$ cat config.mk
export PLATFORM = sky130hd
export DESIGN_NAME = rx_top
export DESIGN_NICKNAME = d
export VERILOG_FILES = /design/src/rx_pkg.sv /design/src/bit_deserialiser.sv /design/src/crc_a_checker.sv /design/src/rx_byte_fifo.sv /design/src/rx_frame_ctrl.sv /design/src/rx_top.sv
export SDC_FILE = /design/constraint.sdc
export NUM_CORES = 1
export LEC_CHECK = 0
export BUFFER_PORTS_ARGS = -buffer_cell sky130_fd_sc_hd__buf_2
export CAP_MARGIN = 30
export CORE_MARGIN = 1
export CORE_UTILIZATION = 58
export CTS_BUF_LIST = sky130_fd_sc_hd__clkbuf_2 sky130_fd_sc_hd__clkbuf_4 sky130_fd_sc_hd__clkbuf_8
export CTS_CLUSTER_DIAMETER = 40
export DETAILED_ROUTE_END_ITERATION = 8
export GPL_TIMING_DRIVEN = 0
export PLACE_DENSITY = 0.78
export SYNTH_ARGS = -nofsm -noshare
export SYNTH_HDL_FRONTEND = slang
export SYNTH_SLANG_ARGS = --single-unit
$ cat constraint.sdc
create_clock -name clk -period 2.4 [get_ports clk]
set_clock_uncertainty 0.1 [all_clocks]
set_input_delay 0.12 -clock clk [delete_from_list [all_inputs] [get_ports clk]]
set_output_delay 0.12 -clock clk [all_outputs]
set_load 0.02 [all_outputs]
$ cat src/rx_pkg.sv
// shared types and constants for the type A receive path
// imported by the frame controller, the CRC checker and the top level
`default_nettype none

package rx_pkg;

    // outcome of one received frame, reported with the last byte
    typedef enum logic [1:0] {
        frame_ok       = 2'd0,
        frame_no_crc   = 2'd1,
        frame_crc_err  = 2'd2,
        frame_line_err = 2'd3
    } frame_status_e;

    // frame controller states
    typedef enum logic [1:0] {
        st_idle    = 2'd0,
        st_receive = 2'd1,
        st_deliver = 2'd2
    } ctrl_state_e;

    // CRC_A start value and reflected form of x^16 + x^12 + x^5 + 1
    localparam logic [15:0] crc_a_init = 16'h6363;
    localparam logic [15:0] crc_a_poly = 16'h8408;

endpackage

`default_nettype wire

$ cat src/bit_deserialiser.sv
// packs decoded bits into bytes, lsb first
// a partial byte is flushed at eoc with its bit count
`default_nettype none

module bit_deserialiser (
    input  logic       clk,
    input  logic       rst_n,
    input  logic       soc,
    input  logic       eoc,
    input  logic       bit_valid,
    input  logic       bit_data,
    input  logic       line_error,
    input  logic       enable,
    output logic       byte_valid,
    output logic [7:0] byte_data,
    output logic [3:0] byte_bits,
    output logic       byte_last,
    output logic       frame_end,
    output logic       seen_error
);

    // bits held in byte_data so far, wraps at eight
    logic [2:0] bit_cnt;
    logic       take_bit;
    logic       take_eoc;
    logic       take_err;

    // nothing from the line counts unless the controller is receiving
    assign take_bit = enable && bit_valid && !seen_error && !line_error;
    assign take_eoc = enable && eoc;
    assign take_err = enable && line_error;

    always_ff @(posedge clk or negedge rst_n) begin
        if (!rst_n) begin
            byte_valid <= 1'b0;
            byte_bits  <= 4'd0;
            byte_last  <= 1'b0;
            frame_end  <= 1'b0;
            seen_error <= 1'b0;
            bit_cnt    <= 3'd0;
        end else begin
            // strobes last a single cycle
            byte_valid <= 1'b0;
            frame_end  <= 1'b0;

            // sticky until the next frame starts
            if (take_err) begin
                seen_error <= 1'b1;
            end

            if (soc) begin
                bit_cnt    <= 3'd0;
                seen_error <= 1'b0;
            end

            if (take_bit) begin
                bit_cnt <= bit_cnt + 3'd1;
                // eighth bit completes the byte
                if (bit_cnt == 3'd7) begin
                    byte_valid <= 1'b1;
                    byte_bits  <= 4'd8;
                    byte_last  <= 1'b0;
                end
            end

            // eoc never coincides with a bit, so the count here is final
            if (take_eoc) begin
                bit_cnt   <= 3'd0;
                frame_end <= 1'b1;
                if ((bit_cnt != 3'd0) && !seen_error && !line_error) begin
                    byte_valid <= 1'b1;
                    byte_bits  <= {1'b0, bit_cnt};
                    byte_last  <= 1'b1;
                end
            end
        end
    end

    // first bit of a byte clears the upper bits, so a partial byte reads as zero-padded
    always_ff @(posedge clk) begin
        if (take_bit) begin
            if (bit_cnt == 3'd0) begin
                byte_data <= {7'd0, bit_data};
            end else begin
                byte_data[bit_cnt] <= bit_data;
            end
        end
    end

endmodule

`default_nettype wire

$ cat src/crc_a_checker.sv
// running CRC_A over the whole bytes of a frame
// residue_zero is high when the frame ended with its correct CRC
`default_nettype none

module crc_a_checker
    import rx_pkg::*;
(
    input  logic       clk,
    input  logic       rst_n,
    input  logic       clear,
    input  logic       byte_valid,
    input  logic [7:0] byte_data,
    input  logic [3:0] byte_bits,
    output logic       residue_zero
);

    logic [15:0] crc_reg;

    // one byte through the reflected register, lsb first
    function automatic logic [15:0] crc_fold(input logic [15:0] crc_in,
                                             input logic [7:0]  data);
        logic [15:0] crc;
        crc = crc_in ^ {8'h00, data};
        for (int i = 0; i < 8; i++) begin
            if (crc[0]) begin
                crc = (crc >> 1) ^ crc_a_poly;
            end else begin
                crc = crc >> 1;
            end
        end
        return crc;
    endfunction

    always_ff @(posedge clk or negedge rst_n) begin
        if (!rst_n) begin
            crc_reg <= crc_a_init;
        end else if (clear) begin
            // new frame
            crc_reg <= crc_a_init;
        end else if (byte_valid && (byte_bits == 4'd8)) begin
            // partial bytes never take part in the check
            crc_reg <= crc_fold(crc_reg, byte_data);
        end
    end

    // data followed by its own CRC, low byte first, folds to zero
    assign residue_zero = (crc_reg == 16'h0000);

endmodule

`default_nettype wire

$ cat src/rx_byte_fifo.sv
// circular buffer of received bytes with their bit counts
// pointers carry one wrap bit to tell full from empty
`default_nettype none

module rx_byte_fifo #(
    parameter int fifo_depth = 8
) (
    input  logic       clk,
    input  logic       rst_n,
    input  logic       push,
    input  logic [7:0] push_data,
    input  logic [3:0] push_bits,
    input  logic       pop,
    output logic [7:0] head_data,
    output logic [3:0] head_bits,
    output logic       empty,
    output logic       full
);

    localparam int addr_w = $clog2(fifo_depth);

    // entry is {bits, data}
    logic [11:0]     mem [0:fifo_depth-1];
    logic [addr_w:0] wr_ptr;
    logic [addr_w:0] rd_ptr;
    logic            do_push;
    logic            do_pop;

    // same slot, different lap
    assign full  = (wr_ptr[addr_w] != rd_ptr[addr_w]) &&
                   (wr_ptr[addr_w-1:0] == rd_ptr[addr_w-1:0]);
    assign empty = (wr_ptr == rd_ptr);

    // overrun and underrun are ignored here as well
    assign do_push = push && !full;
    assign do_pop  = pop && !empty;

    always_ff @(posedge clk or negedge rst_n) begin
        if (!rst_n) begin
            wr_ptr <= '0;
            rd_ptr <= '0;
        end else begin
            if (do_push) begin
                wr_ptr <= wr_ptr + 1'b1;
            end
            if (do_pop) begin
                rd_ptr <= rd_ptr + 1'b1;
            end
        end
    end

    always_ff @(posedge clk) begin
        if (do_push) begin
            mem[wr_ptr[addr_w-1:0]] <= {push_bits, push_data};
        end
    end

    // head shows the oldest entry, valid only when not empty
    assign {head_bits, head_data} = mem[rd_ptr[addr_w-1:0]];

endmodule

`default_nettype wire

$ cat src/rx_frame_ctrl.sv
// frame controller: tracks one frame from soc to frame_end, settles its status,
// then hands the buffered bytes out over the four-phase req/ack port
`default_nettype none

module rx_frame_ctrl
    import rx_pkg::*;
#(
    parameter int fifo_depth = 8
) (
    input  logic          clk,
    input  logic          rst_n,
    input  logic          soc,
    input  logic          frame_end,
    input  logic          byte_valid,
    input  logic [3:0]    byte_bits,
    input  logic          seen_error,
    input  logic          residue_zero,
    input  logic          fifo_empty,
    input  logic          fifo_full,
    input  logic [7:0]    head_data,
    input  logic [3:0]    head_bits,
    input  logic          out_ack,
    output logic          enable,
    output logic          crc_clear,
    output logic          fifo_push,
    output logic          fifo_pop,
    output logic          out_req,
    output logic [7:0]    out_data,
    output logic [3:0]    out_bits,
    output logic          out_last,
    output frame_status_e out_status
);

    localparam int cnt_w = $clog2(fifo_depth) + 1;

    ctrl_state_e      state;
    // entries of this frame not yet popped
    logic [cnt_w-1:0] pend_cnt;
    // whole bytes, saturating at 3
    logic [1:0]       whole_cnt;
    logic             partial_seen;
    logic             overflow_seen;
    frame_status_e    status_r;
    frame_status_e    status_nxt;
    logic             in_receive;
    logic             part_now;
    logic             ovf_now;
    logic             head_ready;
    logic             take_head;
    logic             drop_req;

    assign in_receive = (state == st_receive);
    assign enable     = in_receive;
    assign crc_clear  = (state == st_idle) && soc;

    // a full FIFO drops the byte and spoils the frame
    assign fifo_push = in_receive && byte_valid && !fifo_full;
    assign ovf_now   = in_receive && byte_valid && fifo_full;
    assign part_now  = in_receive && byte_valid && (byte_bits != 4'd8);

    // line errors win over everything, then frames too short or ragged for a CRC
    always_comb begin
        if (seen_error || overflow_seen || ovf_now) begin
            status_nxt = frame_line_err;
        end else if ((whole_cnt != 2'd3) || partial_seen || part_now) begin
            status_nxt = frame_no_crc;
        end else if (residue_zero) begin
            status_nxt = frame_ok;
        end else begin
            status_nxt = frame_crc_err;
        end
    end

    // empty frame still owes one zero-bit transfer
    assign head_ready = (pend_cnt == '0) || !fifo_empty;
    // wait out a pending pop so the head is current
    assign take_head  = (state == st_deliver) && !out_req && !out_ack && !fifo_pop &&
                        head_ready;
    assign drop_req   = out_req && out_ack;

    always_ff @(posedge clk or negedge rst_n) begin
        if (!rst_n) begin
            state         <= st_idle;
            pend_cnt      <= '0;
            whole_cnt     <= 2'd0;
            partial_seen  <= 1'b0;
            overflow_seen <= 1'b0;
            status_r      <= frame_no_crc;
            out_req       <= 1'b0;
            out_last      <= 1'b0;
            fifo_pop      <= 1'b0;
        end else begin
            fifo_pop <= 1'b0;

            // pushes only in st_receive, pops only after it
            if (crc_clear) begin
                pend_cnt <= '0;
            end else if (fifo_push) begin
                pend_cnt <= pend_cnt + 1'b1;
            end else if (fifo_pop) begin
                pend_cnt <= pend_cnt - 1'b1;
            end

            case (state)
                st_idle: begin
                    if (soc) begin
                        state         <= st_receive;
                        whole_cnt     <= 2'd0;
                        partial_seen  <= 1'b0;
                        overflow_seen <= 1'b0;
                    end
                end
                st_receive: begin
                    if (byte_valid && (byte_bits == 4'd8) && (whole_cnt != 2'd3)) begin
                        whole_cnt <= whole_cnt + 2'd1;
                    end
                    if (part_now) begin
                        partial_seen <= 1'b1;
                    end
                    if (ovf_now) begin
                        overflow_seen <= 1'b1;
                    end
                    // partial byte and overflow of this cycle are folded into status_nxt
                    if (frame_end) begin
                        status_r <= status_nxt;
                        state    <= st_deliver;
                    end
                end
                st_deliver: begin
                    if (take_head) begin
                        out_req  <= 1'b1;
                        out_last <= (pend_cnt < cnt_w'(2));
                    end
                    // phase 3: drop req, pop the entry just taken
                    if (drop_req) begin
                        out_req  <= 1'b0;
                        fifo_pop <= (pend_cnt != '0);
                        if (out_last) begin
                            state <= st_idle;
                        end
                    end
                end
                default: begin
                    state <= st_idle;
                end
            endcase
        end
    end

    // payload latched as req rises and held through the handshake
    always_ff @(posedge clk) begin
        if (take_head) begin
            out_data <= (pend_cnt == '0) ? 8'h00 : head_data;
            out_bits <= (pend_cnt == '0) ? 4'd0 : head_bits;
        end
    end

    // constant for the whole delivery
    assign out_status = status_r;

endmodule

`default_nettype wire

$ cat src/rx_top.sv
// receive path top level: deserialiser, CRC_A check, byte FIFO and frame controller
// fifo_depth sets the buffered bytes per frame, a power of two
`default_nettype none

module rx_top
    import rx_pkg::*;
#(
    parameter int fifo_depth = 8
) (
    input  logic          clk,
    input  logic          rst_n,
    input  logic          soc,
    input  logic          eoc,
    input  logic          bit_valid,
    input  logic          bit_data,
    input  logic          line_error,
    input  logic          out_ack,
    output logic          out_req,
    output logic [7:0]    out_data,
    output logic [3:0]    out_bits,
    output logic          out_last,
    output frame_status_e out_status
);

    logic       enable;
    logic       byte_valid;
    logic [7:0] byte_data;
    logic [3:0] byte_bits;
    logic       frame_end;
    logic       seen_error;
    logic       crc_clear;
    logic       residue_zero;
    logic       fifo_push;
    logic       fifo_pop;
    logic       fifo_empty;
    logic       fifo_full;
    logic [7:0] head_data;
    logic [3:0] head_bits;

    // partial bytes are recognised by byte_bits, so the last marker stays open
    bit_deserialiser deser_i (
        .clk        (clk),
        .rst_n      (rst_n),
        .soc        (soc),
        .eoc        (eoc),
        .bit_valid  (bit_valid),
        .bit_data   (bit_data),
        .line_error (line_error),
        .enable     (enable),
        .byte_valid (byte_valid),
        .byte_data  (byte_data),
        .byte_bits  (byte_bits),
        .byte_last  (),
        .frame_end  (frame_end),
        .seen_error (seen_error)
    );

    crc_a_checker crc_i (
        .clk          (clk),
        .rst_n        (rst_n),
        .clear        (crc_clear),
        .byte_valid   (byte_valid),
        .byte_data    (byte_data),
        .byte_bits    (byte_bits),
        .residue_zero (residue_zero)
    );

    rx_byte_fifo #(
        .fifo_depth (fifo_depth)
    ) fifo_i (
        .clk       (clk),
        .rst_n     (rst_n),
        .push      (fifo_push),
        .push_data (byte_data),
        .push_bits (byte_bits),
        .pop       (fifo_pop),
        .head_data (head_data),
        .head_bits (head_bits),
        .empty     (fifo_empty),
        .full      (fifo_full)
    );

    rx_frame_ctrl #(
        .fifo_depth (fifo_depth)
    ) ctrl_i (
        .clk          (clk),
        .rst_n        (rst_n),
        .soc          (soc),
        .frame_end    (frame_end),
        .byte_valid   (byte_valid),
        .byte_bits    (byte_bits),
        .seen_error   (seen_error),
        .residue_zero (residue_zero),
        .fifo_empty   (fifo_empty),
        .fifo_full    (fifo_full),
        .head_data    (head_data),
        .head_bits    (head_bits),
        .out_ack      (out_ack),
        .enable       (enable),
        .crc_clear    (crc_clear),
        .fifo_push    (fifo_push),
        .fifo_pop     (fifo_pop),
        .out_req      (out_req),
        .out_data     (out_data),
        .out_bits     (out_bits),
        .out_last     (out_last),
        .out_status   (out_status)
    );

endmodule

`default_nettype wire
==> flow_summary.yaml <==
outcome:
  status: "finished with violations"
  violations: "DRC"
logic_synthesis:
  synth_top_area_share: 0.4986
  synth_edf_count: 116
  synth.avg_cell_area_um2: 15.53
  ys_ff_latch: 165
  ys.flop_type: "edfxtp_1"
  async_reset_ff_frac: 0.2970
  yosysSeqAreaShare: 0.6757
  syn_nets: 467
  postSynthCellCount: 450
  synth_common_cells: "edfxtp_1, dfrtp_1, nand2_1"
  yosys-top-cells-area: "edfxtp_1, dfrtp_1, mux4_2"
  yosys.area.top_type: "edfxtp_1"
  synthDistinctLibCells: 55
  netlist_area_um2: 6987
  yosysMostFrequentCell: "edfxtp_1"
  ys.warnings.count: 0
flow_run:
  max_cap_violations: 0
cts:
  cts_root_buf: "clkbuf_8"
  cts_tree: "yes"
  numCtsBuffers: 17
  clkSlewWorstSetupHoldPaths_ns: 0.09
  cts.path.max_buffers: 2
  htree_levels: 4
  cts_sinks: 165
  clock_latency_ns: 0.45
setup_path:
  arrival_ns: 2.43
  reg2reg_depth: 8
  crit_fanout: 10
  critPathKind: "reg -> reg"
  cp.required_ns: 2.46
  crit_path_end_kind: "flop"
  path_cells: "buf_6 > xnor2_4 > a41o_1 > buf_6 > inv_4 > nand2_1 > nor3_4 > buf_4"
  cp_common_cell: "buf_6"
  cp-start-kind: "flop"
  cp_slowest_cell: "dfrtp_1"
  slowest_delay_ns: 0.41
floorplanning:
  start_util: 0.6041
  num_io_pins: 24
  die_area_um2: 12490
  row_count: 39
  die_h_um: 111.8
  design.core.area_um2: 11560
  die_x_um: 111.8
routing:
  wl_per_cell_um: 21.70
  finalWirelength_um: 14470
  vias_per_cell: 6.090
  dr.pass1.iters: 7
  detail-route-antenna-nets: 0
  drtIter0Drc: 339
  via_count: 4062
  drc: 3
placed_design:
  gp_congestion: 0.8650
  placed_area_um2: 7397
  io_buffer_count: 23
  dp_hpwl_um: 9521
  dp_slack_ns: -0.2471
  dp.cells: 624
worst_hold_path:
  hold_class: "in -> reg"
  min_delay_path_depth: 3
global_routing:
  met3_usage: 0.05008
  grt_pass1_wl_um: 22940
  grt_pass1_vias: 4283
  grt_util_met1: 0.3315
  grt_max_degree: 26
  grt-ovfl-total: 0
  antenna_found_initial: 0
  met2_usage: 0.4207
  globalRoute.busiestLayer: "met2"
  grtUsageTotal: 0.2492
power_and_ir_drop:
  p_leak_nw: 2.831
  p_per_area_nw_per_um2: 787.7
  vdd_drop_max_v: 0.0005005
  finalPower_mw: 6.284
finish:
  final_util: 0.6898
  fin_cells: 667
  diodes: 0
  largest_reg_flops: 96
  design_area_um2: 7978
  area_growth_pct: 14.18
  fin_nets: 528
  drive_above_1_share: 0.2557
timing:
  period_needed_ns: 2.369
  setup_ws_ns: 0.03051
  clock.fmax_mhz: 422.0
  drv_slew: 0
  tightest_slew_ns: 0.9648
  setup_viol: 0
  finalHoldViolCount: 0
  fin_hold_ws_ns: 0.02885
  period_share: 0.9873
  slew_headroom: 0.3568
  fin_tns_setup_ns: 0
timing repair:
action / CTS / global route
hold buffers: 4 / 0
setup endpoints to repair: 94 / 81
gates resized for setup: 12 / 19
cloned: 0 / 0
buffers inserted: 2 / 5
pin swaps: 1 / 4
endpoints found under the hold margin: 48 / 0
path summary, 6_finish.rpt:
path,start,to,slack [ns]
setup / recovery,fifo_i.rd_ptr[0]$_DFFE_PN0P_,fifo_i.mem[4][6]$_DFFE_PP_,0.03
setup reg to reg,fifo_i.rd_ptr[0]$_DFFE_PN0P_,fifo_i.mem[4][6]$_DFFE_PP_,0.03
hold reg to reg,ctrl_i.whole_cnt[0]$_DFFE_PN0P_,ctrl_i.whole_cnt[0]$_DFFE_PN0P_,0.40
min in group asynchronous,rst_n,fifo_i.wr_ptr[0]$_DFFE_PN0P_,0.12
hold / removal,eoc,deser_i.frame_end$_DFF_PN0_,0.03
max in group asynchronous,rst_n,crc_i.crc_reg[1]$_DFFE_PN1P_,1.46
cell type report:
type                            instances  area [um^2]
Timing Repair Buffer                   42        314.1
Clock inverter                         14        112.6
Buffer                                 17        106.4
Tap cell                              143        178.9
Sequential cell                       165         4722
Inverter                               12        51.30
Fill cell                             755         3587
Multi-Input combinational cell        256         2251
Clock buffer                           18        241.5
report_power, final:
group	leakage (nW)	internal, mW	switching (mW)	total, mW
Clock	0.181	0.820	1.00	1.82
Combinational	1.00	0.407	0.641	1.05
Sequential	1.65	3.25	0.158	3.41
critical path: cells and delay by family (launching register included):
family / cells / cell delay, ns
buffers and inverters: 4 / 0.66
DFF: 1 / 0.41
AOI/OAI and AO/OA: 1 / 0.23
xor gates and xnor gates: 1 / 0.17
and+or+nand+nor: 2 / 0.50
cell usage in the layout (no fill, tap or decap), types with 3 or more instances in the layout:
cell type,n
clkbuf_8,17
clkbuf_1,7
clkinv_4,3
xor2_1,9
nor2_4,6
buf_6,11
nand2_1,32
and3_1,3
clkinv_2,5
nor2_1,25
mux4_2,24
or3_1,3
xnor2_1,24
nor3_1,5
clkinvlp_4,3
a2bb2oi_1,6
nand2b_1,5
dfstp_2,9
dfrtp_1,39
mux2i_1,19
o21ai_0,13
buf_4,9
xnor2_4,3
dlygate4sd3_1,4
a22o_1,6
nand3_1,4
a21oi_1,10
o22ai_1,7
nor4_1,5
ha_1,8
buf_2,27
edfxtp_1,116
nand4_1,4
inv_1,10
logic make-up (layout without fill, tap and decap cells):
logic type,after synthesis,count (layout),synth area share
flip-flops,165,165,0.6757
AO/OA/AOI/OAI,59,59,0.05784
adder cells (fa/ha/maj),9,9,0.01719
AND/OR/NAND/NOR,107,107,0.07647
buffers and inverters,29,103,0.01988
multiplexers,45,45,0.1078
XOR/XNOR,36,36,0.04513
metal layers:
metal	up-vias	part of all wire
met2	117	0.52
met3	22	0.041
li1	1829	-
met5	-	0
met1	2094	0.42
met4	0	0.013
Note: power is estimated with default switching activity, not from simulation.
